[config.mk]
export PLATFORM = sky130hd
export DESIGN_NAME = warp_ctrl_regs
export DESIGN_NICKNAME = d
export VERILOG_FILES = /design/src/design/bgpu_pkg.sv /design/src/design/warp_ctrl_regs.sv
export SDC_FILE = /design/constraint.sdc
export NUM_CORES = 1
export LEC_CHECK = 0
export CELL_PAD_IN_SITES_DETAIL_PLACEMENT = 1
export CELL_PAD_IN_SITES_GLOBAL_PLACEMENT = 1
export CORE_MARGIN = 5
export CORE_UTILIZATION = 40
export CTS_CLUSTER_SIZE = 40
export DETAILED_ROUTE_END_ITERATION = 12
export DONT_BUFFER_PORTS = 1
export HOLD_SLACK_MARGIN = 0.02
export PLACE_DENSITY_LB_ADDON = 0.2
export RECOVER_POWER = 50
export SETUP_SLACK_MARGIN = 0.5
export SLEW_MARGIN = 20
export SYNTH_ARGS = -nofsm -noshare
export SYNTH_HDL_FRONTEND = slang
export SYNTH_SLANG_ARGS = --single-unit
[constraint.sdc]
create_clock -name clk_i -period 2.3 [get_ports clk_i]
set_input_delay 0.115 -clock clk_i [delete_from_list [all_inputs] [get_ports clk_i]]
set_output_delay 0.115 -clock clk_i [all_outputs]
set_load 0.05 [all_outputs]
[src/design/bgpu_pkg.sv]
////////////////////////////////////////
// Shared widths, encodings and structs
// Encoded word is 32 bits, opcode in the
// top byte, stop is 8'hFF
////////////////////////////////////////

package bgpu_pkg;

    localparam int unsigned PcWidth         = 16;
    localparam int unsigned NumWarps        = 4;
    localparam int unsigned WidWidth        = 2;
    localparam int unsigned WarpWidth       = 8;
    localparam int unsigned RegIdxWidth     = 8;
    localparam int unsigned EncInstWidth    = 32;
    localparam int unsigned ImemDepth       = 256;
    localparam int unsigned ImemAddrWidth   = $clog2(ImemDepth);
    localparam int unsigned OperandsPerInst = 2;

    typedef logic [PcWidth-1:0]       pc_t;
    typedef logic [WidWidth-1:0]      wid_t;
    typedef logic [WarpWidth-1:0]     act_mask_t;
    typedef logic [RegIdxWidth-1:0]   reg_idx_t;
    typedef logic [EncInstWidth-1:0]  enc_inst_t;
    typedef logic [ImemAddrWidth-1:0] imem_addr_t;

    // Execution unit, upper two bits of the opcode byte
    typedef enum logic [1:0] {
        EU_IU   = 2'd0,
        EU_LSU  = 2'd1,
        EU_BRU  = 2'd2,
        EU_CTRL = 2'd3
    } eu_e;

    // One code per operation across all units
    typedef enum logic [5:0] {
        IU_ADD    = 6'd0,
        IU_SUB    = 6'd1,
        IU_AND    = 6'd2,
        IU_OR     = 6'd3,
        IU_XOR    = 6'd4,
        IU_SHL    = 6'd5,
        IU_ADDI   = 6'd6,
        IU_SUBI   = 6'd7,
        IU_SHLI   = 6'd8,
        LSU_LOAD  = 6'd9,
        LSU_STORE = 6'd10,
        BRU_BEQZ  = 6'd11,
        BRU_JMP   = 6'd12,
        BRU_SYNC  = 6'd13,
        CTRL_STOP = 6'h3F
    } sub_op_e;

    typedef struct packed {
        eu_e     eu;
        sub_op_e subtype;
    } inst_t;

    typedef struct packed {
        pc_t       pc;
        wid_t      warp_id;
        act_mask_t act_mask;
    } fetch_req_t;

    typedef struct packed {
        fetch_req_t req;
        enc_inst_t  inst;
    } ic_rsp_t;

    // Packet towards the dispatcher
    typedef struct packed {
        pc_t                                pc;
        wid_t                               warp_id;
        act_mask_t                          act_mask;
        inst_t                              inst;
        reg_idx_t                           dst;
        reg_idx_t [OperandsPerInst-1:0]     operands;
        logic     [OperandsPerInst-1:0]     operands_required;
        logic                               branch;
    } dec_out_t;

    // Feedback from decoder to fetcher
    typedef struct packed {
        wid_t warp_id;
        pc_t  next_pc;
        logic control;
        logic stop;
        logic sync;
        logic branch;
    } dec_fb_t;

endpackage : bgpu_pkg

[src/design/warp_ctrl_regs.sv]
////////////////////////////////////////
// Warp launch and done status registers
// Config strobe has no back-pressure
// Launch reaches the fetcher 1 cycle late
////////////////////////////////////////

`timescale 1ns/10ps

module warp_ctrl_regs (
    input  logic                           clk_i,
    input  logic                           arst_n_i,
    input  logic                           cfg_launch_i,
    input  bgpu_pkg::wid_t                 cfg_warp_i,
    input  bgpu_pkg::pc_t                  cfg_start_pc_i,
    input  bgpu_pkg::act_mask_t            cfg_mask_i,
    input  logic                           stop_i,
    input  bgpu_pkg::wid_t                 stop_warp_i,
    output logic                           launch_o,
    output bgpu_pkg::wid_t                 launch_warp_o,
    output bgpu_pkg::pc_t                  launch_pc_o,
    output bgpu_pkg::act_mask_t            launch_mask_o,
    output logic [bgpu_pkg::NumWarps-1:0]  warp_done_o
);
    import bgpu_pkg::*;

    pc_t                 start_pc_q [NumWarps];
    act_mask_t           mask_q     [NumWarps];
    wid_t                launch_warp_q;
    logic                launch_q;
    logic [NumWarps-1:0] done_q;

    always_ff @(posedge clk_i or negedge arst_n_i) begin
        if (!arst_n_i) begin
            launch_q <= 1'b0;
            done_q   <= '0;
        end else begin
            launch_q <= cfg_launch_i;
            if (stop_i) begin
                done_q[stop_warp_i] <= 1'b1;
            end
            // A relaunch clears the sticky done bit
            if (cfg_launch_i) begin
                done_q[cfg_warp_i] <= 1'b0;
            end
        end
    end

    // Per-warp start PC and mask
    always_ff @(posedge clk_i) begin
        if (cfg_launch_i) begin
            start_pc_q[cfg_warp_i] <= cfg_start_pc_i;
            mask_q[cfg_warp_i]     <= cfg_mask_i;
            launch_warp_q          <= cfg_warp_i;
        end
    end

    assign launch_o      = launch_q;
    assign launch_warp_o = launch_warp_q;
    assign launch_pc_o   = start_pc_q[launch_warp_q];
    assign launch_mask_o = mask_q[launch_warp_q];
    assign warp_done_o   = done_q;

endmodule : warp_ctrl_regs

# After elaboration in Yosys (flattened, before gate mapping)
# Memory sizes are Yosys's and may differ from the RTL's. A register that Yosys moved wholly into a read port is not among the register bits.
# Index checks and enable logic that the tools add are counted.
[word_totals] ramBits=96 regBits=7 output_inout_bits=31 in_bits=32 wordCells=24 mem_count=2
[mem_list] name="start_pc_q" depth=4 width=16 rd=1 rd_clocked_by_memory_dff=1 write_ports=1 line="warp_ctrl_regs.sv:26" source="pc_t start_pc_q [NumWarps];"
[mem_list] name="mask_q" depth=4 width=8 rd=1 rd_clocked_by_memory_dff=1 write_ports=1 line="warp_ctrl_regs.sv:27" source="act_mask_t mask_q [NumWarps];"
[classes] n_bitwise=3 n_reduce_logical=2 n_lt_le_gt_ge=4 n_mux=10
[op_table] op="$mux W4" count=2
[op_table] op="$lt A2 B3 Y1 const B" count=2
[op_table] op="$and A4 B4 Y4" count=1
[op_table] op="$demux W1 S2" count=2
[op_table] op="$ge A2 B1 Y1 const B" count=2
[op_table] op="$mux W1" count=4
[op_table] op="$mux W2" count=2
[op_table] op="$not A4 Y4" count=1
[op_table] op="$or A4 B4 Y4" count=1
[op_table] op="$logic_and A1 B1 Y1" count=2

# Depth between registers and ports, before layout
[depth] word_depth=8 mapped_depth=3

# Worst setup path before layout
# No wires, ideal clock.
[synth_timing] path_kind="in2reg" start="in cfg_warp_i[0]" end="mem mask_q[0][0] (netlist bit) (enable)" setup_slack_ps=-139 n_path_buf=0 stages=1 required_ps=1857 setup_ps=443 arrival_ps=1995 cell_sequence="nor3b_1"
[synth_lines] item="from (decl)" line="warp_ctrl_regs.sv:13" source="input bgpu_pkg::wid_t cfg_warp_i,"
[synth_lines] item="to (decl)" line="warp_ctrl_regs.sv:27"
# No word-level cell before the write port.

==> qor.yml <==
cp_top_family: "multiplexers"
cts_buffer_depth: 2
stdcell_count: 333
core.rowCount: 35
timing.rr.start: "launch_warp_o[1]$_DFFE_PP_"
tightestPinTransition_ps: 625
clk_latency_ps: 340
ant_nets: 0
multiInputGateArea_sq_um: 662
finalWorstSetupSlack_ps: 554
r2r_cells: 1
ys_warn_count: 0
cts_tree: "done"
holdWs_ps: 58.1
period_share_pct: 75.9
critPathMaxFanout: 10
place_ws_ps: 790
finClkSkew_ps: 0.257
rrSetupSlack_ps: 1220
slowest_delay_ps: 680
arrival_ps: 1630
cts_sinks: 105
path_class: "reg2out"
maxSlewHeadroom_pct: 58.3
finalCoreUtilization_pct: 49.3
routabilityCongestion: 0.677
synthSimpleGateAreaFrac_pct: 1.53
rsz0062_at_grt: "yes"
hold_path.startpoint: "stop_warp_i[0]"
antenna_found_initial: 0
ios: 63
syn_nets: 185
die_area_sq_um: 11700
outcome: "completed"
synthCells: 153
detail_route.wl_per_cell_um: 20.5
setup-tns-final_ps: 0
layout_common_cells: "edfxtp_1, dlygate4sd3_1, mux4_2, clkbuf_8, dfrtp_1"
finalCriticalPeriod_ps: 1750
powerDensity_nw_per_um2: 841
peakVddDrop_uv: 356
synth_area_sq_um: 3840
fillCellCount: 838
ys_seq_area_share_pct: 80.9
die_h_um: 108
grt_use_total_pct: 12.4
synth_xor_xnor_area_share_pct: 0
core_sq_um: 9280
path_clk_slew_ps: 80
io_buffers: 0
synth.avg_cell_area_sq_um: 25.1
dr.pass1.iters: 4
routed_wl_mm: 6.84
root_buffer: "clkbuf_8"
synth_top_family_by_area: "multiplexers"
regArea_sq_um: 3110
start_util_pct: 41.4
fp.dieW_um: 108
cp-start-kind: "register"
final_common_cell: "edfxtp_1"
routed-via-count: 1678
crit_buf_inv: 1
drc: 0
critPathSlowestCell: "mux4_2"
synth_compound_area_share_pct: 0.782
crit_path_cell_trace: "buf_12 > mux4_2"
hold_viol: 0
numCtsBuffers: 9
grt_pass1_wl_mm: 10.5
crit_required_ps: 2180
dpl.cell_count: 284
power_leakage_uw: 0.00148
cts_setup_buffers: 0
drive_gt1_share_pct: 23.5
endpoint_kind: "output pin"
synth_adder_area_share_pct: 0
antennaDiodeCount: 0
drv_slew: 0
area_delta_synth_final_pct: 19.1
nets: 231
hold_end: "warp_done_o[1]$_DFF_PN0_"
drv_cap: 0
grt_start_max_net_pins: 25
dpl.hpwl_mm: 4.45
min_delay_path_depth: 2
fmax_ghz: 0.573
synth_mux_area_share_pct: 14.8
viasPerCell: 5.04
grt_overflow: 0
hp-class: "in2reg"
ys_seq_elements: 105
setup_viol: 0
htreeDepth: 3
synth_cell_type_count: 22
grt_pass1_vias: 1918
dr.first_iter.drc_count: 81
-- registers in the layout (all words and copies together), names as in the netlist, named ones only --
register and cells:
start_pc_q 64, mask_q 32, warp_done_o 4, launch_warp_o 2, launch_o 1
-- synthesized netlist by cell type --
cell type / number / area share (%)
nor3b_1: 1 / 0.20
dfxtp_1: 2 / 1.0
dfrtp_1: 5 / 3.3
buf_12: 2 / 1.0
nand3b_1: 1 / 0.20
o22a_1: 1 / 0.23
mux4_1: 4 / 2.7
a31oi_1: 1 / 0.16
buf_6: 1 / 0.29
mux2_2: 1 / 0.29
nor2_1: 2 / 0.20
nand2_1: 1 / 0.098
clkbuf_1: 1 / 0.098
a21oi_1: 2 / 0.26
mux4_2: 20 / 12
and3b_1: 2 / 0.46
o21ai_0: 1 / 0.13
inv_1: 3 / 0.29
buf_2: 2 / 0.26
and3_1: 1 / 0.16
edfxtp_1: 98 / 77
or3b_2: 1 / 0.23
-- per-layer routing --
| layer | vias up | wire length [um] | GRT usage, % |
|---|---|---|---|
| met4 | 0 | 110 | 5.68 |
| met5 | - | 0 | 0 |
| met1 | 888 | 2770 | 14.6 |
| met2 | 46 | 3470 | 20.1 |
| li1 | 733 | - | - |
| met3 | 11 | 491 | 4.90 |
-- worst max path at each step --
stage | from | end | slack [ps] | cells past startpoint
5_1_grt | register | launch_pc_o[14] | 450 | 2
2_1_floorplan | cfg_launch_i | mask_q[1][0]$_DFFE_PP_ | 680 | 2
6_report | register | launch_pc_o[3] | 550 | 2
3_3_place_gp | register | launch_pc_o[0] | 800 | 2
4_1_cts | register | launch_pc_o[0] | 500 | 2
3_5_place_dp | register | launch_pc_o[0] | 790 | 2
-- area by class of cell --
type / count / share of cell area [%]
clock buffer: 11 / 2.87
clock inverter: 5 / 1.23
inverter: 3 / 0.246
multi-input combinational: 39 / 14.5
sequential: 105 / 68.0
tap: 129 / 3.53
timing repair buffer: 41 / 9.63
-- where the power goes --
part	switching (uW)	internal, uW
clock	566	500
combinational	336	162
sequential	89.2	2190
-- stage by stage --
step	total power (uW)	area, sq um
after floorplan	2700	3840
after global placement	2750	4040
after detailed placement	2760	4040
after CTS	3900	4560
after global routing	4010	4570
final	3850	4570
-- cells by family after synthesis --
| family | Yosys count |
|---|---|
| AOI/OAI and AO/OA | 5 |
| buffers and inverters | 9 |
| DFF | 105 |
| muxes | 25 |
| and+or+nand+nor | 9 |
-- what timing repair did --
| action | CTS | global route |
|---|---|---|
| hold buffers | 32 | 1 |
| resized for setup | 5 | 4 |
| setup endpoints to repair | 20 | 24 |
| endpoints found under the hold margin | 120 | 3 |
Note: power is estimated with default switching activity, not from simulation.
