**config.mk**
```make
export PLATFORM = sky130hd
export DESIGN_NAME = decoder
export DESIGN_NICKNAME = d
export VERILOG_FILES = /design/src/design/bgpu_pkg.sv /design/src/design/decoder.sv
export SDC_FILE = /design/constraint.sdc
export NUM_CORES = 1
export LEC_CHECK = 0
export ABC_AREA = 1
export BUFFER_PORTS_ARGS = -buffer_cell sky130_fd_sc_hd__buf_2
export CORE_AREA = 10 10 93 79
export DETAILED_ROUTE_END_ITERATION = 8
export DIE_AREA = 0 0 103 89
export MAX_ROUTING_LAYER = met4
export PLACE_DENSITY_LB_ADDON = 0.15
export SLEW_MARGIN = 40
export SYNTH_ARGS = -nofsm -noshare
export SYNTH_HDL_FRONTEND = slang
export SYNTH_SLANG_ARGS = --single-unit
```
**constraint.sdc**
```tcl
create_clock -name vclk -period 2
set_input_delay 0.4 -clock vclk [all_inputs]
set_output_delay 0.4 -clock vclk [all_outputs]
set_load 0.01 [all_outputs]
```
**src/design/bgpu_pkg.sv**
```systemverilog
////////////////////////////////////////
// Shared widths, encodings and structs
// Encoded word is 32 bits, opcode in the
// top byte, stop is 8'hFF
////////////////////////////////////////

package bgpu_pkg;

    localparam int unsigned PcWidth         = 16;
    localparam int unsigned NumWarps        = 4;
    localparam int unsigned WidWidth        = 2;
    localparam int unsigned WarpWidth       = 8;
    localparam int unsigned RegIdxWidth     = 8;
    localparam int unsigned EncInstWidth    = 32;
    localparam int unsigned ImemDepth       = 256;
    localparam int unsigned ImemAddrWidth   = $clog2(ImemDepth);
    localparam int unsigned OperandsPerInst = 2;

    typedef logic [PcWidth-1:0]       pc_t;
    typedef logic [WidWidth-1:0]      wid_t;
    typedef logic [WarpWidth-1:0]     act_mask_t;
    typedef logic [RegIdxWidth-1:0]   reg_idx_t;
    typedef logic [EncInstWidth-1:0]  enc_inst_t;
    typedef logic [ImemAddrWidth-1:0] imem_addr_t;

    // Execution unit, upper two bits of the opcode byte
    typedef enum logic [1:0] {
        EU_IU   = 2'd0,
        EU_LSU  = 2'd1,
        EU_BRU  = 2'd2,
        EU_CTRL = 2'd3
    } eu_e;

    // One code per operation across all units
    typedef enum logic [5:0] {
        IU_ADD    = 6'd0,
        IU_SUB    = 6'd1,
        IU_AND    = 6'd2,
        IU_OR     = 6'd3,
        IU_XOR    = 6'd4,
        IU_SHL    = 6'd5,
        IU_ADDI   = 6'd6,
        IU_SUBI   = 6'd7,
        IU_SHLI   = 6'd8,
        LSU_LOAD  = 6'd9,
        LSU_STORE = 6'd10,
        BRU_BEQZ  = 6'd11,
        BRU_JMP   = 6'd12,
        BRU_SYNC  = 6'd13,
        CTRL_STOP = 6'h3F
    } sub_op_e;

    typedef struct packed {
        eu_e     eu;
        sub_op_e subtype;
    } inst_t;

    typedef struct packed {
        pc_t       pc;
        wid_t      warp_id;
        act_mask_t act_mask;
    } fetch_req_t;

    typedef struct packed {
        fetch_req_t req;
        enc_inst_t  inst;
    } ic_rsp_t;

    // Packet towards the dispatcher
    typedef struct packed {
        pc_t                                pc;
        wid_t                               warp_id;
        act_mask_t                          act_mask;
        inst_t                              inst;
        reg_idx_t                           dst;
        reg_idx_t [OperandsPerInst-1:0]     operands;
        logic     [OperandsPerInst-1:0]     operands_required;
        logic                               branch;
    } dec_out_t;

    // Feedback from decoder to fetcher
    typedef struct packed {
        wid_t warp_id;
        pc_t  next_pc;
        logic control;
        logic stop;
        logic sync;
        logic branch;
    } dec_fb_t;

endpackage : bgpu_pkg

```
**src/design/decoder.sv**
```systemverilog
////////////////////////////////////////
// Combinational instruction decoder
// Stop, jump and sync stay local, only the
// rest goes to the dispatcher
////////////////////////////////////////

`timescale 1ns/10ps

module decoder (
    input  logic                rsp_valid_i,
    input  bgpu_pkg::ic_rsp_t   rsp_i,
    output logic                rsp_ready_o,
    output logic                dec_valid_o,
    input  logic                disp_ready_i,
    output bgpu_pkg::dec_out_t  dec_o,
    output logic                decoded_o,
    output bgpu_pkg::dec_fb_t   fb_o
);
    import bgpu_pkg::*;

    inst_t       inst;
    logic        is_control;
    logic [15:0] jmp_offset;

    assign inst       = inst_t'(rsp_i.inst[31:24]);
    assign jmp_offset = rsp_i.inst[15:0];

    assign rsp_ready_o = disp_ready_i;
    assign dec_valid_o = rsp_valid_i && !is_control;

    // Every instruction leaves on the memory handshake, control ones included
    assign decoded_o = rsp_valid_i && disp_ready_i;

    always_comb begin : decode
        dec_o.pc                = rsp_i.req.pc;
        dec_o.warp_id           = rsp_i.req.warp_id;
        dec_o.act_mask          = rsp_i.req.act_mask;
        dec_o.inst              = inst;
        dec_o.dst               = rsp_i.inst[23:16];
        dec_o.operands[0]       = rsp_i.inst[15:8];
        dec_o.operands[1]       = rsp_i.inst[7:0];
        // Immediates unless the unit says otherwise
        dec_o.operands_required = '0;
        dec_o.branch            = 1'b0;

        fb_o.warp_id = rsp_i.req.warp_id;
        fb_o.next_pc = rsp_i.req.pc + pc_t'(1);
        fb_o.stop    = (inst.eu == EU_CTRL) && (inst.subtype == CTRL_STOP);
        fb_o.sync    = 1'b0;
        fb_o.branch  = 1'b0;
        is_control   = fb_o.stop;

        case (inst.eu)
            EU_IU: begin
                if (inst.subtype inside {IU_ADD, IU_SUB, IU_AND, IU_OR, IU_XOR, IU_SHL}) begin
                    dec_o.operands_required = 2'b11;
                end
                // Operand 0 carries the immediate
                if (inst.subtype inside {IU_ADDI, IU_SUBI, IU_SHLI}) begin
                    dec_o.operands_required = 2'b10;
                end
            end
            EU_LSU: begin
                // Address in operand 0, store data in operand 1
                dec_o.operands_required = 2'b11;
            end
            EU_BRU: begin
                if (inst.subtype == BRU_JMP) begin
                    // Signed 16-bit offset relative to PC plus one
                    fb_o.next_pc = rsp_i.req.pc + pc_t'($signed(jmp_offset)) + pc_t'(1);
                    is_control   = 1'b1;
                end else if (inst.subtype == BRU_SYNC) begin
                    is_control = 1'b1;
                    fb_o.sync  = 1'b1;
                end else begin
                    // Offset immediate in operand 0, condition register in operand 1
                    dec_o.operands_required = 2'b10;
                    dec_o.branch            = 1'b1;
                    fb_o.branch             = 1'b1;
                end
            end
            default: begin
            end
        endcase

        fb_o.control = is_control;
    end

endmodule : decoder

```
# ---- Word-level counts from Yosys, hierarchy flattened
# Cells that the tools add are included.
dict set report word_totals {
  register_bits 0
  out_inout_bits 86
  word_cells 40
}
dict set report classes {
  addsub 3
  n_eq_ne 14
  muxes 15
  n_reduce_logical 8
}
# operator count
set op_table {}
lappend op_table {{$add 16x1->16 const B} 2}
lappend op_table {{$mux 16} 2}
lappend op_table {{$eq 6x3->1 const B} 4}
lappend op_table {{$eq 6x4->1 const B} 3}
lappend op_table {{$add 16x16->16} 1}
lappend op_table {{$eq 6x2->1 const B} 2}
lappend op_table {{$mux 2} 4}
lappend op_table {{$eq 6x1->1 const B} 1}
lappend op_table {{$eq 6x6->1 const B} 1}
lappend op_table {{$logic_not 6->1} 1}
lappend op_table {{$mux 1} 6}
lappend op_table {{$mux 3} 2}
lappend op_table {{$pmux 2 s3} 1}
lappend op_table {{$reduce_bool 6->1} 1}
lappend op_table {{$eq 2x2->1 const B} 2}
lappend op_table {{$logic_and 1x1->1} 3}
lappend op_table {{$reduce_bool 3->1} 1}
lappend op_table {{$eq 2x1->1 const B} 1}
lappend op_table {{$logic_not 2->1} 1}
lappend op_table {{$logic_not 1->1} 1}

# ---- Depth between registers and ports, before layout
dict set report depth {
  ltp_word 7
  depth_mapped 13
  ltp_nobuf 13
}

# ---- Least setup slack after synthesis
# No wires, ideal clock.
dict set report synth_path {
  path_type {input to output}
  startpoint {input port rsp_i[42] (netlist name)}
  endpoint {output port fb_o[16] (netlist name)}
  t_arrival_ns 1.778
  t_required_ns 1.600
  slack_ns -0.178
  cell_stages 12
  cell_sequence {inv_1 ha_1 inv_1 fa_1 nand2_1 nand3_1 and2_1 nand3_1 nand3_1 nand2_1 nand3_1 nand2_1}
}
# item line_no
set synth_lines {}
lappend synth_lines {{from (decl)} decoder.sv:11} ;# input bgpu_pkg::ic_rsp_t rsp_i,
lappend synth_lines {{to (decl)} decoder.sv:17} ;# output bgpu_pkg::dec_fb_t fb_o

==> impl_results.md <==
* Met2 GRT Util at 26.5%
* WL/cell at 14.0 um
* CORE AREA at 5630 sq um
* VDD IR max at 0.0000974 V
* Net Count, Synth at 462
* Final setup violation count at 12
* Layout cell share with drive strength beyond 1 at 50.8%
* RSZ-0062 raised after global routing: true
* Failing checks: setup timing
* DIE HEIGHT at 89 um
* Slew margin rel. at 80.9%
* WL final at 7.58 mm
* First-pass GRT wire length at 11.6 mm
* Detailed router's first-iteration violation count at 111
* GRT Total Usage at 15.5%
* Top Usage Layer GRT: met2
* Worst setup SP type: input port
* Area taken by multi-input logic gates at 1830 sq um
* Clock buffers at 0
* Share of the cycle needed by the critical path after routing at 111%
* Die outline area at 9170 sq um
* Cell Pwr Density at 253 nW/um^2
* Top Ports at 146
* I/O Buffers at 108
* Detailed-route DRC error count at 0
* F_max at 0.452 GHz
* Outcome: finished, violations left
* Max Cap Viol at 0
* Vias in the first global route at 2511
* Via Count at 2557
* Post-synthesis instance total at 385
* Worst min path class: input port to output port
* Largest net degree at the start of global routing at 17
* Data required time of the worst path at 1.60 ns
* Router iterations before antenna repair at 4
* P_leak at 1.81 nW
* Final Worst Setup Slack at -0.211 ns
* Antenna diode count at 0
* GR Overflow Total at 0
* Worst Hold Margin at 0.800 ns
* Met1 Track Usage GR at 19.7%
* Nets at 555
* Avg Inst Size Synth at 5.56 sq um
* Tmin final at 2.21 ns
* FILL cells at 565
* Worst setup path class: input port to output port
* Final Core Density at 57.2%
* Met3 GRT Util at 1.78%
* Slew Viols, Final at 0
* Register area at 0 sq um
* Post-DP HPWL at 6.16 mm
* Die extent in x at 103 um
* Least-Margin Pin Slew at 0.285 ns
* P&R area growth vs syn at 50.4%
* Sequential element share of the synthesized area at 0%
* Synth Warn # at 0
* Worst EP arrival at 1.81 ns
* Distinct cells, synth at 31
* Post-DRT Antenna Nets at 0
* Critical Path End Type: output port
* Critical Path Fanout Max at 3
* Initial antenna violation count at 0
* Rows at 25
* Cell area after synthesis at 2140 sq um
* FFs & Latches at 0
* Final-report hold violation count at 0
* Via density at 4.71
* Initial Util at 38.0%
* Global placer's final weighted congestion at 0.920
[Yosys cell counts]
| library cell | n | area share [%] |
|---|---|---|
| nand3b_1 | 2 | 0.70 |
| fa_1 | 1 | 0.94 |
| buf_6 | 2 | 1.1 |
| mux2i_1 | 1 | 0.47 |
| xor2_1 | 8 | 3.3 |
| clkinv_4 | 1 | 0.41 |
| nor2_2 | 2 | 0.58 |
| nor3_4 | 1 | 0.76 |
| inv_2 | 1 | 0.18 |
| xnor2_1 | 3 | 1.2 |
| nor2_4 | 3 | 1.6 |
| nand4_2 | 1 | 0.58 |
| nand3_1 | 37 | 8.7 |
| nand4_1 | 9 | 2.6 |
| ha_1 | 16 | 9.4 |
| nor2_1 | 19 | 3.3 |
| o21ai_1 | 3 | 0.70 |
| a31o_2 | 1 | 0.41 |
| nand3_2 | 1 | 0.47 |
| nand2_4 | 1 | 0.53 |
| nor3_1 | 5 | 1.2 |
| inv_1 | 63 | 11 |
| o31ai_1 | 1 | 0.35 |
| or2_2 | 2 | 0.58 |
| nand4_4 | 1 | 0.99 |
| nand2_1 | 113 | 20 |
| o21ai_0 | 7 | 1.6 |
| buf_4 | 64 | 22 |
| nand2_2 | 2 | 0.58 |
| and2_1 | 4 | 1.2 |
| a21oi_1 | 10 | 2.3 |
[metal layers]
metal,routed length [um],vias up
met3,573,12
met4,53,0
met5,0,-
met1,3460,1134
met2,3490,77
li1,-,1334
[area by class of cell]
cell class | count | area share, %
inverter | 65 | 8.36
multi-input combinational | 255 | 56.7
tap | 67 | 2.60
timing repair buffer | 155 | 32.1
timing repair inverter | 1 | 0.194
[cell families after synthesis]
logic type | synth area share, %
and+or+nand+nor | 44.2
buffers and inverters | 35.1
AOI/OAI and AO/OA | 5.44
adders and majority gates | 10.3
xor gates and xnor gates | 4.50
muxes | 0.468
[cell usage in the layout, fill, tap and decap left out, types with 5 or more instances in the layout]
cell / Yosys / final
buf_4: 64 / 45
nand2_1: 113 / 87
a21oi_1: 10 / 6
nand2_2: 2 / 17
nand4_1: 9 / 9
inv_1: 63 / 58
buf_2: 0 / 90
nor2_1: 19 / 12
nor2_2: 2 / 5
buf_6: 2 / 16
nor2_4: 3 / 7
nand3_2: 1 / 5
o21ai_1: 3 / 5
nand3_1: 37 / 31
ha_4: 0 / 14
xor2_1: 8 / 7
nand2_4: 1 / 12
[final timing paths]
kind	startpoint	endpoint	cells past startpoint
worst max-delay path	rsp_i[0]	fb_o[18]	15
worst min-delay path	rsp_i[18]	dec_o[21]	0
[through the flow]
stage	worst slack [ns]	setup TNS (ns)	power, mW	area [sq um]	instances
2_1_floorplan	0.00249	0	0.429	2180	385
3_3_place_gp	-0.328	-3.22	0.621	2610	535
3_5_place_dp	-0.353	-3.32	0.622	2610	535
4_1_cts	-0.241	-1.52	0.758	3040	538
5_1_grt	-0.354	-2.93	0.894	3220	543
6_report	-0.211	-1.50	0.813	3220	543
[report_power, final]
part | internal, mW | total (mW) | switching [mW]
Clock | 0 | 0 | 0
Combinational | 0.381 | 0.813 | 0.432
Sequential | 0 | 0 | 0
[worst max-delay path, cell delays in order]
cell	delay (ns)
buf_8	0.10
inv_4	0.05
ha_4	0.13
inv_4	0.03
fa_2	0.33
nand2_2	0.08
nand3_2	0.06
nand3b_1	0.10
nand2_2	0.10
nand2_2	0.08
nand2_1	0.05
nand2_1	0.06
nand3_1	0.06
nand2_1	0.06
buf_2	0.13
[what timing repair did]
action / 4_1_cts / 5_1_grt
hold endpoints to repair: 0 / 0
buffers inserted: 4 / 3
setup endpoints to repair: 14 / 14
resized for setup: 79 / 37
gates cloned: 0 / 2
pin swaps: 38 / 27
hold buffers: 0 / 0
Power figures use the tool's default switching activity.
