### config.mk
export PLATFORM = sky130hd
export DESIGN_NAME = fetcher
export DESIGN_NICKNAME = d
export VERILOG_FILES = /design/src/design/bgpu_pkg.sv /design/src/design/fetcher.sv
export SDC_FILE = /design/constraint.sdc
export NUM_CORES = 1
export LEC_CHECK = 0
export ABC_AREA = 1
export BUFFER_PORTS_ARGS = -buffer_cell sky130_fd_sc_hd__buf_4
export CAP_MARGIN = 20
export CORE_UTILIZATION = 40
export DETAILED_ROUTE_END_ITERATION = 8
export HOLD_SLACK_MARGIN = 0.02
export SLEW_MARGIN = 0
export SYNTH_ARGS = -nofsm -noshare
export SYNTH_HDL_FRONTEND = slang
export SYNTH_SLANG_ARGS = --single-unit
### constraint.sdc
create_clock -name clk_i -period 2.8 [get_ports clk_i]
set_input_delay 0.56 -clock clk_i [delete_from_list [all_inputs] [get_ports clk_i]]
set_output_delay 0.56 -clock clk_i [all_outputs]
set_load 0.02 [all_outputs]
### src/design/bgpu_pkg.sv
////////////////////////////////////////
// Shared widths, encodings and structs
// Encoded word is 32 bits, opcode in the
// top byte, stop is 8'hFF
////////////////////////////////////////

package bgpu_pkg;

    localparam int unsigned PcWidth         = 16;
    localparam int unsigned NumWarps        = 4;
    localparam int unsigned WidWidth        = 2;
    localparam int unsigned WarpWidth       = 8;
    localparam int unsigned RegIdxWidth     = 8;
    localparam int unsigned EncInstWidth    = 32;
    localparam int unsigned ImemDepth       = 256;
    localparam int unsigned ImemAddrWidth   = $clog2(ImemDepth);
    localparam int unsigned OperandsPerInst = 2;

    typedef logic [PcWidth-1:0]       pc_t;
    typedef logic [WidWidth-1:0]      wid_t;
    typedef logic [WarpWidth-1:0]     act_mask_t;
    typedef logic [RegIdxWidth-1:0]   reg_idx_t;
    typedef logic [EncInstWidth-1:0]  enc_inst_t;
    typedef logic [ImemAddrWidth-1:0] imem_addr_t;

    // Execution unit, upper two bits of the opcode byte
    typedef enum logic [1:0] {
        EU_IU   = 2'd0,
        EU_LSU  = 2'd1,
        EU_BRU  = 2'd2,
        EU_CTRL = 2'd3
    } eu_e;

    // One code per operation across all units
    typedef enum logic [5:0] {
        IU_ADD    = 6'd0,
        IU_SUB    = 6'd1,
        IU_AND    = 6'd2,
        IU_OR     = 6'd3,
        IU_XOR    = 6'd4,
        IU_SHL    = 6'd5,
        IU_ADDI   = 6'd6,
        IU_SUBI   = 6'd7,
        IU_SHLI   = 6'd8,
        LSU_LOAD  = 6'd9,
        LSU_STORE = 6'd10,
        BRU_BEQZ  = 6'd11,
        BRU_JMP   = 6'd12,
        BRU_SYNC  = 6'd13,
        CTRL_STOP = 6'h3F
    } sub_op_e;

    typedef struct packed {
        eu_e     eu;
        sub_op_e subtype;
    } inst_t;

    typedef struct packed {
        pc_t       pc;
        wid_t      warp_id;
        act_mask_t act_mask;
    } fetch_req_t;

    typedef struct packed {
        fetch_req_t req;
        enc_inst_t  inst;
    } ic_rsp_t;

    // Packet towards the dispatcher
    typedef struct packed {
        pc_t                                pc;
        wid_t                               warp_id;
        act_mask_t                          act_mask;
        inst_t                              inst;
        reg_idx_t                           dst;
        reg_idx_t [OperandsPerInst-1:0]     operands;
        logic     [OperandsPerInst-1:0]     operands_required;
        logic                               branch;
    } dec_out_t;

    // Feedback from decoder to fetcher
    typedef struct packed {
        wid_t warp_id;
        pc_t  next_pc;
        logic control;
        logic stop;
        logic sync;
        logic branch;
    } dec_fb_t;

endpackage : bgpu_pkg

### src/design/fetcher.sv
////////////////////////////////////////
// Per-warp PC table and warp scheduler
// One instruction in flight per warp
// Sync releases once all running warps wait
////////////////////////////////////////

`timescale 1ns/10ps

module fetcher (
    input  logic                  clk_i,
    input  logic                  arst_n_i,
    input  logic                  launch_i,
    input  bgpu_pkg::wid_t        launch_warp_i,
    input  bgpu_pkg::pc_t         launch_pc_i,
    input  bgpu_pkg::act_mask_t   launch_mask_i,
    output logic                  fetch_valid_o,
    input  logic                  fetch_ready_i,
    output bgpu_pkg::fetch_req_t  fetch_o,
    input  logic                  decoded_i,
    input  bgpu_pkg::dec_fb_t     fb_i,
    output logic                  stop_o,
    output bgpu_pkg::wid_t        stop_warp_o
);
    import bgpu_pkg::*;

    typedef enum logic [1:0] {
        IDLE,
        READY,
        WAIT_DEC,
        WAIT_SYNC
    } warp_state_e;

    warp_state_e state_q [NumWarps];
    pc_t         pc_q    [NumWarps];
    act_mask_t   mask_q  [NumWarps];
    wid_t        rr_ptr_q;
    logic        fetch_valid_q;
    fetch_req_t  fetch_q;

    logic pick_found;
    wid_t pick_wid;
    logic load;
    logic any_active;
    logic any_sync;
    logic sync_release;

    // Round-robin search starting at the pointer
    always_comb begin : pick
        wid_t idx;
        pick_found = 1'b0;
        pick_wid   = '0;
        for (int i = 0; i < NumWarps; i++) begin
            idx = rr_ptr_q + wid_t'(i);
            if (!pick_found && (state_q[idx] == READY)) begin
                pick_found = 1'b1;
                pick_wid   = idx;
            end
        end
    end

    always_comb begin : barrier
        any_active = 1'b0;
        any_sync   = 1'b0;
        for (int i = 0; i < NumWarps; i++) begin
            if (state_q[i] inside {READY, WAIT_DEC}) any_active = 1'b1;
            if (state_q[i] == WAIT_SYNC)             any_sync   = 1'b1;
        end
    end

    assign sync_release = any_sync && !any_active;

    // Fetch register refills when empty or when its request is taken
    assign load = pick_found && (!fetch_valid_q || fetch_ready_i);

    always_ff @(posedge clk_i or negedge arst_n_i) begin
        if (!arst_n_i) begin
            for (int i = 0; i < NumWarps; i++) state_q[i] <= IDLE;
            rr_ptr_q      <= '0;
            fetch_valid_q <= 1'b0;
        end else begin
            if (sync_release) begin
                for (int i = 0; i < NumWarps; i++) begin
                    if (state_q[i] == WAIT_SYNC) state_q[i] <= READY;
                end
            end
            if (decoded_i) begin
                state_q[fb_i.warp_id] <= fb_i.stop ? IDLE : (fb_i.sync ? WAIT_SYNC : READY);
            end
            if (launch_i) state_q[launch_warp_i] <= READY;

            if (load) begin
                state_q[pick_wid] <= WAIT_DEC;
                rr_ptr_q          <= pick_wid + wid_t'(1);
                fetch_valid_q     <= 1'b1;
            end else if (fetch_ready_i) begin
                fetch_valid_q <= 1'b0;
            end
        end
    end

    always_ff @(posedge clk_i) begin
        if (decoded_i) pc_q[fb_i.warp_id] <= fb_i.next_pc;
        if (launch_i) begin
            pc_q[launch_warp_i]   <= launch_pc_i;
            mask_q[launch_warp_i] <= launch_mask_i;
        end
        if (load) begin
            fetch_q.pc       <= pc_q[pick_wid];
            fetch_q.warp_id  <= pick_wid;
            fetch_q.act_mask <= mask_q[pick_wid];
        end
    end

    assign fetch_valid_o = fetch_valid_q;
    assign fetch_o       = fetch_q;
    assign stop_o        = decoded_i && fb_i.stop;
    assign stop_warp_o   = fb_i.warp_id;

endmodule : fetcher

After elaboration in Yosys (flattened, before gate mapping) --
Memories as Yosys holds them, arrays and structs flattened. A register that Yosys moved wholly into a read port is not among the register bits. Cells that the tools add are included.
Word-level totals: bits in registers 13, RAM bits 96, input port bits 53, logic and storage cells 123, memories 2
Memories:
- pc_q | words 4, bits a word 16, rd ports 1, clocked after Yosys merged registers in 1, wr ports 2, line fetcher.sv:34 | pc_t pc_q [NumWarps];
- mask_q | words 4, bits a word 8, rd ports 1, clocked after Yosys merged registers in 1, wr ports 1, line fetcher.sv:35 | act_mask_t mask_q [NumWarps];
Cells by class: add/subtract/negate cells 4, order comparisons 10, equality and inequality tests 16, muxes and demuxes 51, bitwise logic cells 13, reductions and logical operators 20
Operator list (count):
- two-way mux 2 bit | 21
- two-way mux 8 bit | 4
- greater-or-equal comparator 3 bit (second input constant) | 7
- inverter 2 -> 3 bit | 7
- two-way mux 1 bit | 18
- binary-select mux 2 bit (select 2 bit) | 4
- == test 2 x 1 -> 1 bit (second input constant) | 8
- == test 2 bit (second input constant) | 8
- demux 2 bit (select 2 bit) | 3
- nonzero test 2 bit | 5
- logical AND 1 bit | 9
- < comparator 3 x 1 -> 1 bit (second input constant) | 3
- AND 4 bit | 2
- bitwise mux 8 bit | 1
- inverter 4 bit | 2
- OR 4 bit | 2
- zero test 1 bit | 5
- adder 2 x 1 -> 2 bit (second input constant) | 2
- adder 2 bit (second input constant) | 2
- logical OR 1 bit | 1

Logic depth before layout (Yosys ltp) --
depth in word-level cells 23, gate-level depth with buffers 17

Least setup slack after synthesis --
No wires, ideal clock.
kind input-to-reg, start point input launch_warp_i[1], end point memory pc_q[0][0] (netlist bit), enable pin, arrival 2.174 ns, required time 2.428 ns, slack 0.255 ns, cell stages on the path 4, path buffers 1, cells stage by stage nor3_1 -> inv_1 -> clkbuf_1 -> nand2_1
RTL lines:
- start, declared | line fetcher.sv:13 | input bgpu_pkg::wid_t launch_warp_i,
- end, declared | line fetcher.sv:34

Worst setup path after layout --
start point register rr_ptr_q[0], end point register state_q[5] (netlist bit)
Between the ends: longest elaborated chain between the ends 22, elaborated cells between the ends (all ways) 46, classes of those cells add/sub: 3; order compare: 2; eq/ne: 4; mux: 23; bitwise: 6; reduce/logical: 8
Ends and longest elaborated chain:
- start, declared | line fetcher.sv:36 | wid_t rr_ptr_q;
- start signal, assigned | line fetcher.sv:93 | rr_ptr_q <= pick_wid + wid_t'(1);
- parallel branches: the longest is 21 deep, another holds adder 2 x 1 -> 2 bit
- two-way mux 8 bit * | line fetcher.sv:91 | if (load) begin
- end signal, assigned by index | line fetcher.sv:87 | state_q[fb_i.warp_id] <= fb_i.stop ? IDLE : (fb_i.sync ? WAIT_SYNC : READY);
- end, declared | line fetcher.sv:33 | warp_state_e state_q [NumWarps];
Mark *: on every way between the ends. The select of a mux whose other input is x is not followed. A chain may end at the register's enable or synchronous reset.

==> metrics.txt <==
# TYPE chip_impl_metric gauge
chip_impl_info{name="run_status",value="completed"} 1
chip_impl_metric{name="detailedRoute.firstPassIterationCount",unit=""} 5
chip_impl_metric{name="ff2ff_path_depth",unit=""} 13
chip_impl_info{name="r2r-start",value="rr_ptr_q[0]"} 1
chip_impl_metric{name="postCtsSetupRepairBufs",unit=""} 0
chip_impl_metric{name="fin_setup_tns",unit="ps"} 0
chip_impl_metric{name="period_utilization_post_route",unit="%"} 89.4
chip_impl_metric{name="synth_area",unit="um2"} 6710
chip_impl_metric{name="htreeDepth",unit=""} 4
chip_impl_metric{name="critical_path_peak_fanout",unit=""} 26
chip_impl_metric{name="cts.reportedPaths.clkPinSlew",unit="ps"} 60
chip_impl_metric{name="via_count_of_the_first_global_routing_pass",unit=""} 4932
chip_impl_metric{name="placed_wire_length_estimate_after_detailed_placement",unit="um"} 10000
chip_impl_metric{name="syn-mean-instance-area",unit="um2"} 9.24
chip_impl_metric{name="post_route_cells_drive_above_1_share",unit="%"} 17.9
chip_impl_metric{name="cts_buffer_depth",unit=""} 2
chip_impl_metric{name="yosys.cell_types.count",unit=""} 29
chip_impl_metric{name="gp_congestion",unit=""} 0.829
chip_impl_metric{name="fp-row-count",unit=""} 46
chip_impl_metric{name="report.power.total",unit="W"} 0.0103
chip_impl_metric{name="ys_ff_latch",unit=""} 133
chip_impl_metric{name="clkSinkCount",unit=""} 133
chip_impl_metric{name="worstSkewPairLatency",unit="ps"} 410
chip_impl_info{name="rsz0062_at_grt",value="false"} 1
chip_impl_info{name="crit_start",value="rr_ptr_q[0]"} 1
chip_impl_metric{name="floorplan.die.height",unit="um"} 132
chip_impl_info{name="cell_type_group_with_the_largest_total_delay_on_the_critical_path",value="simple AND/OR/NAND/NOR gates"} 1
chip_impl_metric{name="dieWidth",unit="um"} 132
chip_impl_info{name="tritoncts",value="done"} 1
chip_impl_metric{name="floorplan.initialDensity",unit="%"} 41.6
chip_impl_metric{name="max_cap_viol_count",unit=""} 0
chip_impl_metric{name="total_area_of_multi_input_combinational_cells",unit="um2"} 2040
chip_impl_metric{name="first_iter_violations",unit=""} 338
chip_impl_metric{name="power_per_cell_area",unit="nW/um2"} 1280
chip_impl_metric{name="maxClockFrequency",unit="MHz"} 400
chip_impl_metric{name="ys_warn_count",unit=""} 0
chip_impl_metric{name="fin_skew",unit="ps"} 7.79
chip_impl_metric{name="grt_max_degree",unit=""} 49
chip_impl_metric{name="fin_cells",unit=""} 1036
chip_impl_metric{name="p_leak",unit="nW"} 3.82
chip_impl_metric{name="mappedNetlistNets",unit=""} 791
chip_impl_metric{name="finalMaxSlewViolations",unit=""} 0
chip_impl_metric{name="synth-seq-area-share",unit="%"} 58.7
chip_impl_metric{name="syn-instance-count",unit=""} 726
chip_impl_info{name="critical_path.endpoint_type",value="flop"} 1
chip_impl_metric{name="placed_cells",unit=""} 1007
chip_impl_metric{name="grt_util_all_layers",unit="%"} 18.5
chip_impl_info{name="hold_path.class",value="input pin to flop"} 1
chip_impl_metric{name="syn_to_final_growth",unit="%"} 20.1
chip_impl_info{name="crit_start_category",value="flop"} 1
chip_impl_metric{name="grt_pass1_wl",unit="um"} 24800
chip_impl_metric{name="area.sequential",unit="um2"} 3940
chip_impl_metric{name="nFillCells",unit=""} 1511
chip_impl_info{name="critical_path.most_common_cell",value="sky130_fd_sc_hd__nand2_1"} 1
chip_impl_info{name="critical_path.cell_chain",value="nand3_1 -> nand2_1 -> nand2_1 -> nand2_1 -> nor2_4 -> nand3_1 -> nand2_1 -> inv_2 -> nand2_4 -> inv_2 -> ha_1 -> nand2_1 -> o21ai_0"} 1
chip_impl_metric{name="setup_failing_eps_final",unit=""} 0
chip_impl_info{name="worstSetupPathType",value="flop to flop"} 1
chip_impl_metric{name="io-pin-count",unit=""} 83
chip_impl_metric{name="core-area",unit="um2"} 16100
chip_impl_metric{name="count_of_port_buffers_added_during_placement",unit=""} 80
chip_impl_metric{name="worst-endpoint-required",unit="ps"} 3120
chip_impl_metric{name="post_drt_via_cell_ratio",unit=""} 4.89
chip_impl_metric{name="antenna_left",unit=""} 0
chip_impl_metric{name="critPathMaxStageDelay",unit="ps"} 590
chip_impl_metric{name="finalCriticalPeriod",unit="ps"} 2500
chip_impl_metric{name="crit_cells",unit=""} 13
chip_impl_metric{name="detail_route.wirelength",unit="um"} 15300
chip_impl_metric{name="via_count",unit=""} 5070
chip_impl_metric{name="worstPathBufferInverterCount",unit=""} 2
chip_impl_info{name="worst_r2r_dst",value="state_q[5]"} 1
chip_impl_metric{name="detail_route.drc_violations",unit=""} 0
chip_impl_metric{name="worst_slew_margin_rel",unit="%"} 55.0
chip_impl_metric{name="final_net_count",unit=""} 876
chip_impl_metric{name="dieArea",unit="um2"} 17300
chip_impl_metric{name="num_antenna_cells",unit=""} 0
chip_impl_metric{name="r2r_slack",unit="ps"} 300
chip_impl_info{name="destination_of_the_critical_timing_path",value="state_q[5]"} 1
chip_impl_metric{name="ir_worst_vdd",unit="uV"} 687
chip_impl_info{name="crit_slowest_cell",value="sky130_fd_sc_hd__dfrtp_1"} 1
chip_impl_metric{name="worst_tran_pin_value",unit="ps"} 673
chip_impl_info{name="cts.root.buffer_cell",value="sky130_fd_sc_hd__clkbuf_16"} 1
chip_impl_metric{name="grt_overflow",unit=""} 0
chip_impl_metric{name="numCtsBuffers",unit=""} 17
chip_impl_metric{name="grt_antenna_before_repair",unit=""} 0
chip_impl_metric{name="final_hold_viol_count",unit=""} 0
chip_impl_metric{name="post_drt_wl_per_cell",unit="um"} 14.8
chip_impl_metric{name="cp_data_arrival_time",unit="ps"} 2830
worst min-delay path by stage:
| stage | from | to | cells after the start |
|---|---|---|---|
| detailed placement | arst_n_i | state_q[6] | 1 |
| floorplan | arst_n_i | fetch_valid_o | 0 |
| global route | launch_mask_i[6] | mask_q[3][6] | 1 |
| finish | launch_mask_i[6] | mask_q[0][6] | 1 |
| global placement | arst_n_i | state_q[7] | 1 |
| CTS | launch_mask_i[6] | mask_q[3][6] | 1 |
what timing repair did:
item | in CTS | in global routing
resized for setup | 0 | 0
hold buffers | 1 | 0
endpoints found under the hold margin | 11 | 0
power by group:
part           leakage [nW]  internal [W]  switching, W
Combinational          2.31       0.00174       0.00346
Sequential             1.27       0.00296      0.000194
Clock                 0.244       0.00118      0.000749
registers in the layout, indices dropped and copies added, names as in the netlist:
name and flops:
mask_q 32, fetch_o 26, rr_ptr_q 2, pc_q 64
fetch_valid_o 1, state_q 8
layer usage:
metal | vias to the layer above | global-route usage, % | routed length, um
met5 | - | 0 | 0
met3 | 14 | 3.82 | 691
met1 | 2380 | 21.5 | 6380
met4 | 0 | 7.04 | 193
met2 | 140 | 33.2 | 8040
li1 | 2536 | - | -
worst reg2reg max path, delay by kind of cell, from the launching register on:
family	cells	cell delay [ps]
compound gates	1	80
fa+ha+maj	1	290
buf+inv	2	570
flops	1	590
simple gates	9	900
cell type report:
cell class,count,area share (%)
clock inverters,8,0.792
flip-flops and latches,133,48.9
clock buffers,20,5.42
multi-input cells,417,25.3
inverters,142,6.64
well taps,216,3.35
repair buffers,100,9.66
through the flow:
step | hold WS, ps | utilization, % | setup WS, ps | area (um2)
floorplan | 264 | - | 255 | 6710
global placement | 411 | 46.8 | 374 | 7550
detailed placement | 408 | 46.8 | 322 | 7550
CTS | 334 | 50.0 | 296 | 8060
global route | 331 | 50.0 | 165 | 8060
finish | 350 | 50.0 | 297 | 8060
synth_stat cells (all sizes together):
| cell type | number | area, um2 |
|---|---|---|
| clkbuf | 14 | 52.6 |
| clkinv | 1 | 3.75 |
| dfrtp | 11 | 275 |
| o211ai | 4 | 30.0 |
| nor2 | 6 | 30.0 |
| inv | 141 | 532 |
| edfxtp | 122 | 3660 |
| o21a | 1 | 7.51 |
| nand3b | 1 | 11.3 |
| ha | 12 | 150 |
| nor3 | 3 | 15.0 |
| nand3 | 113 | 616 |
| nand2 | 190 | 733 |
| a21oi | 7 | 35.0 |
| a211oi | 1 | 7.51 |
| nand4 | 2 | 12.5 |
| o21ai | 77 | 389 |
| buf | 20 | 146 |
layout by cell type, fill, tap and decap left out, types with 10 or more instances in the layout:
cell / netlist / layout
sky130_fd_sc_hd__buf_4: 2 / 97
sky130_fd_sc_hd__clkbuf_16: 0 / 17
sky130_fd_sc_hd__dfrtp_1: 11 / 11
sky130_fd_sc_hd__edfxtp_1: 122 / 122
sky130_fd_sc_hd__ha_1: 12 / 12
sky130_fd_sc_hd__inv_1: 134 / 134
sky130_fd_sc_hd__nand2_1: 184 / 184
sky130_fd_sc_hd__nand3_1: 103 / 103
sky130_fd_sc_hd__nand3_2: 10 / 10
sky130_fd_sc_hd__o21ai_0: 75 / 75
logic make-up after synthesis:
family,after synthesis,share of synthesized area (%)
adders and majority gates,12,2.24
buffers and inverters,176,10.9
AOI/OAI and AO/OA,90,6.99
and+or+nand+nor,315,21.1
DFF,133,58.7
Note: power is estimated with default switching activity, not from simulation.
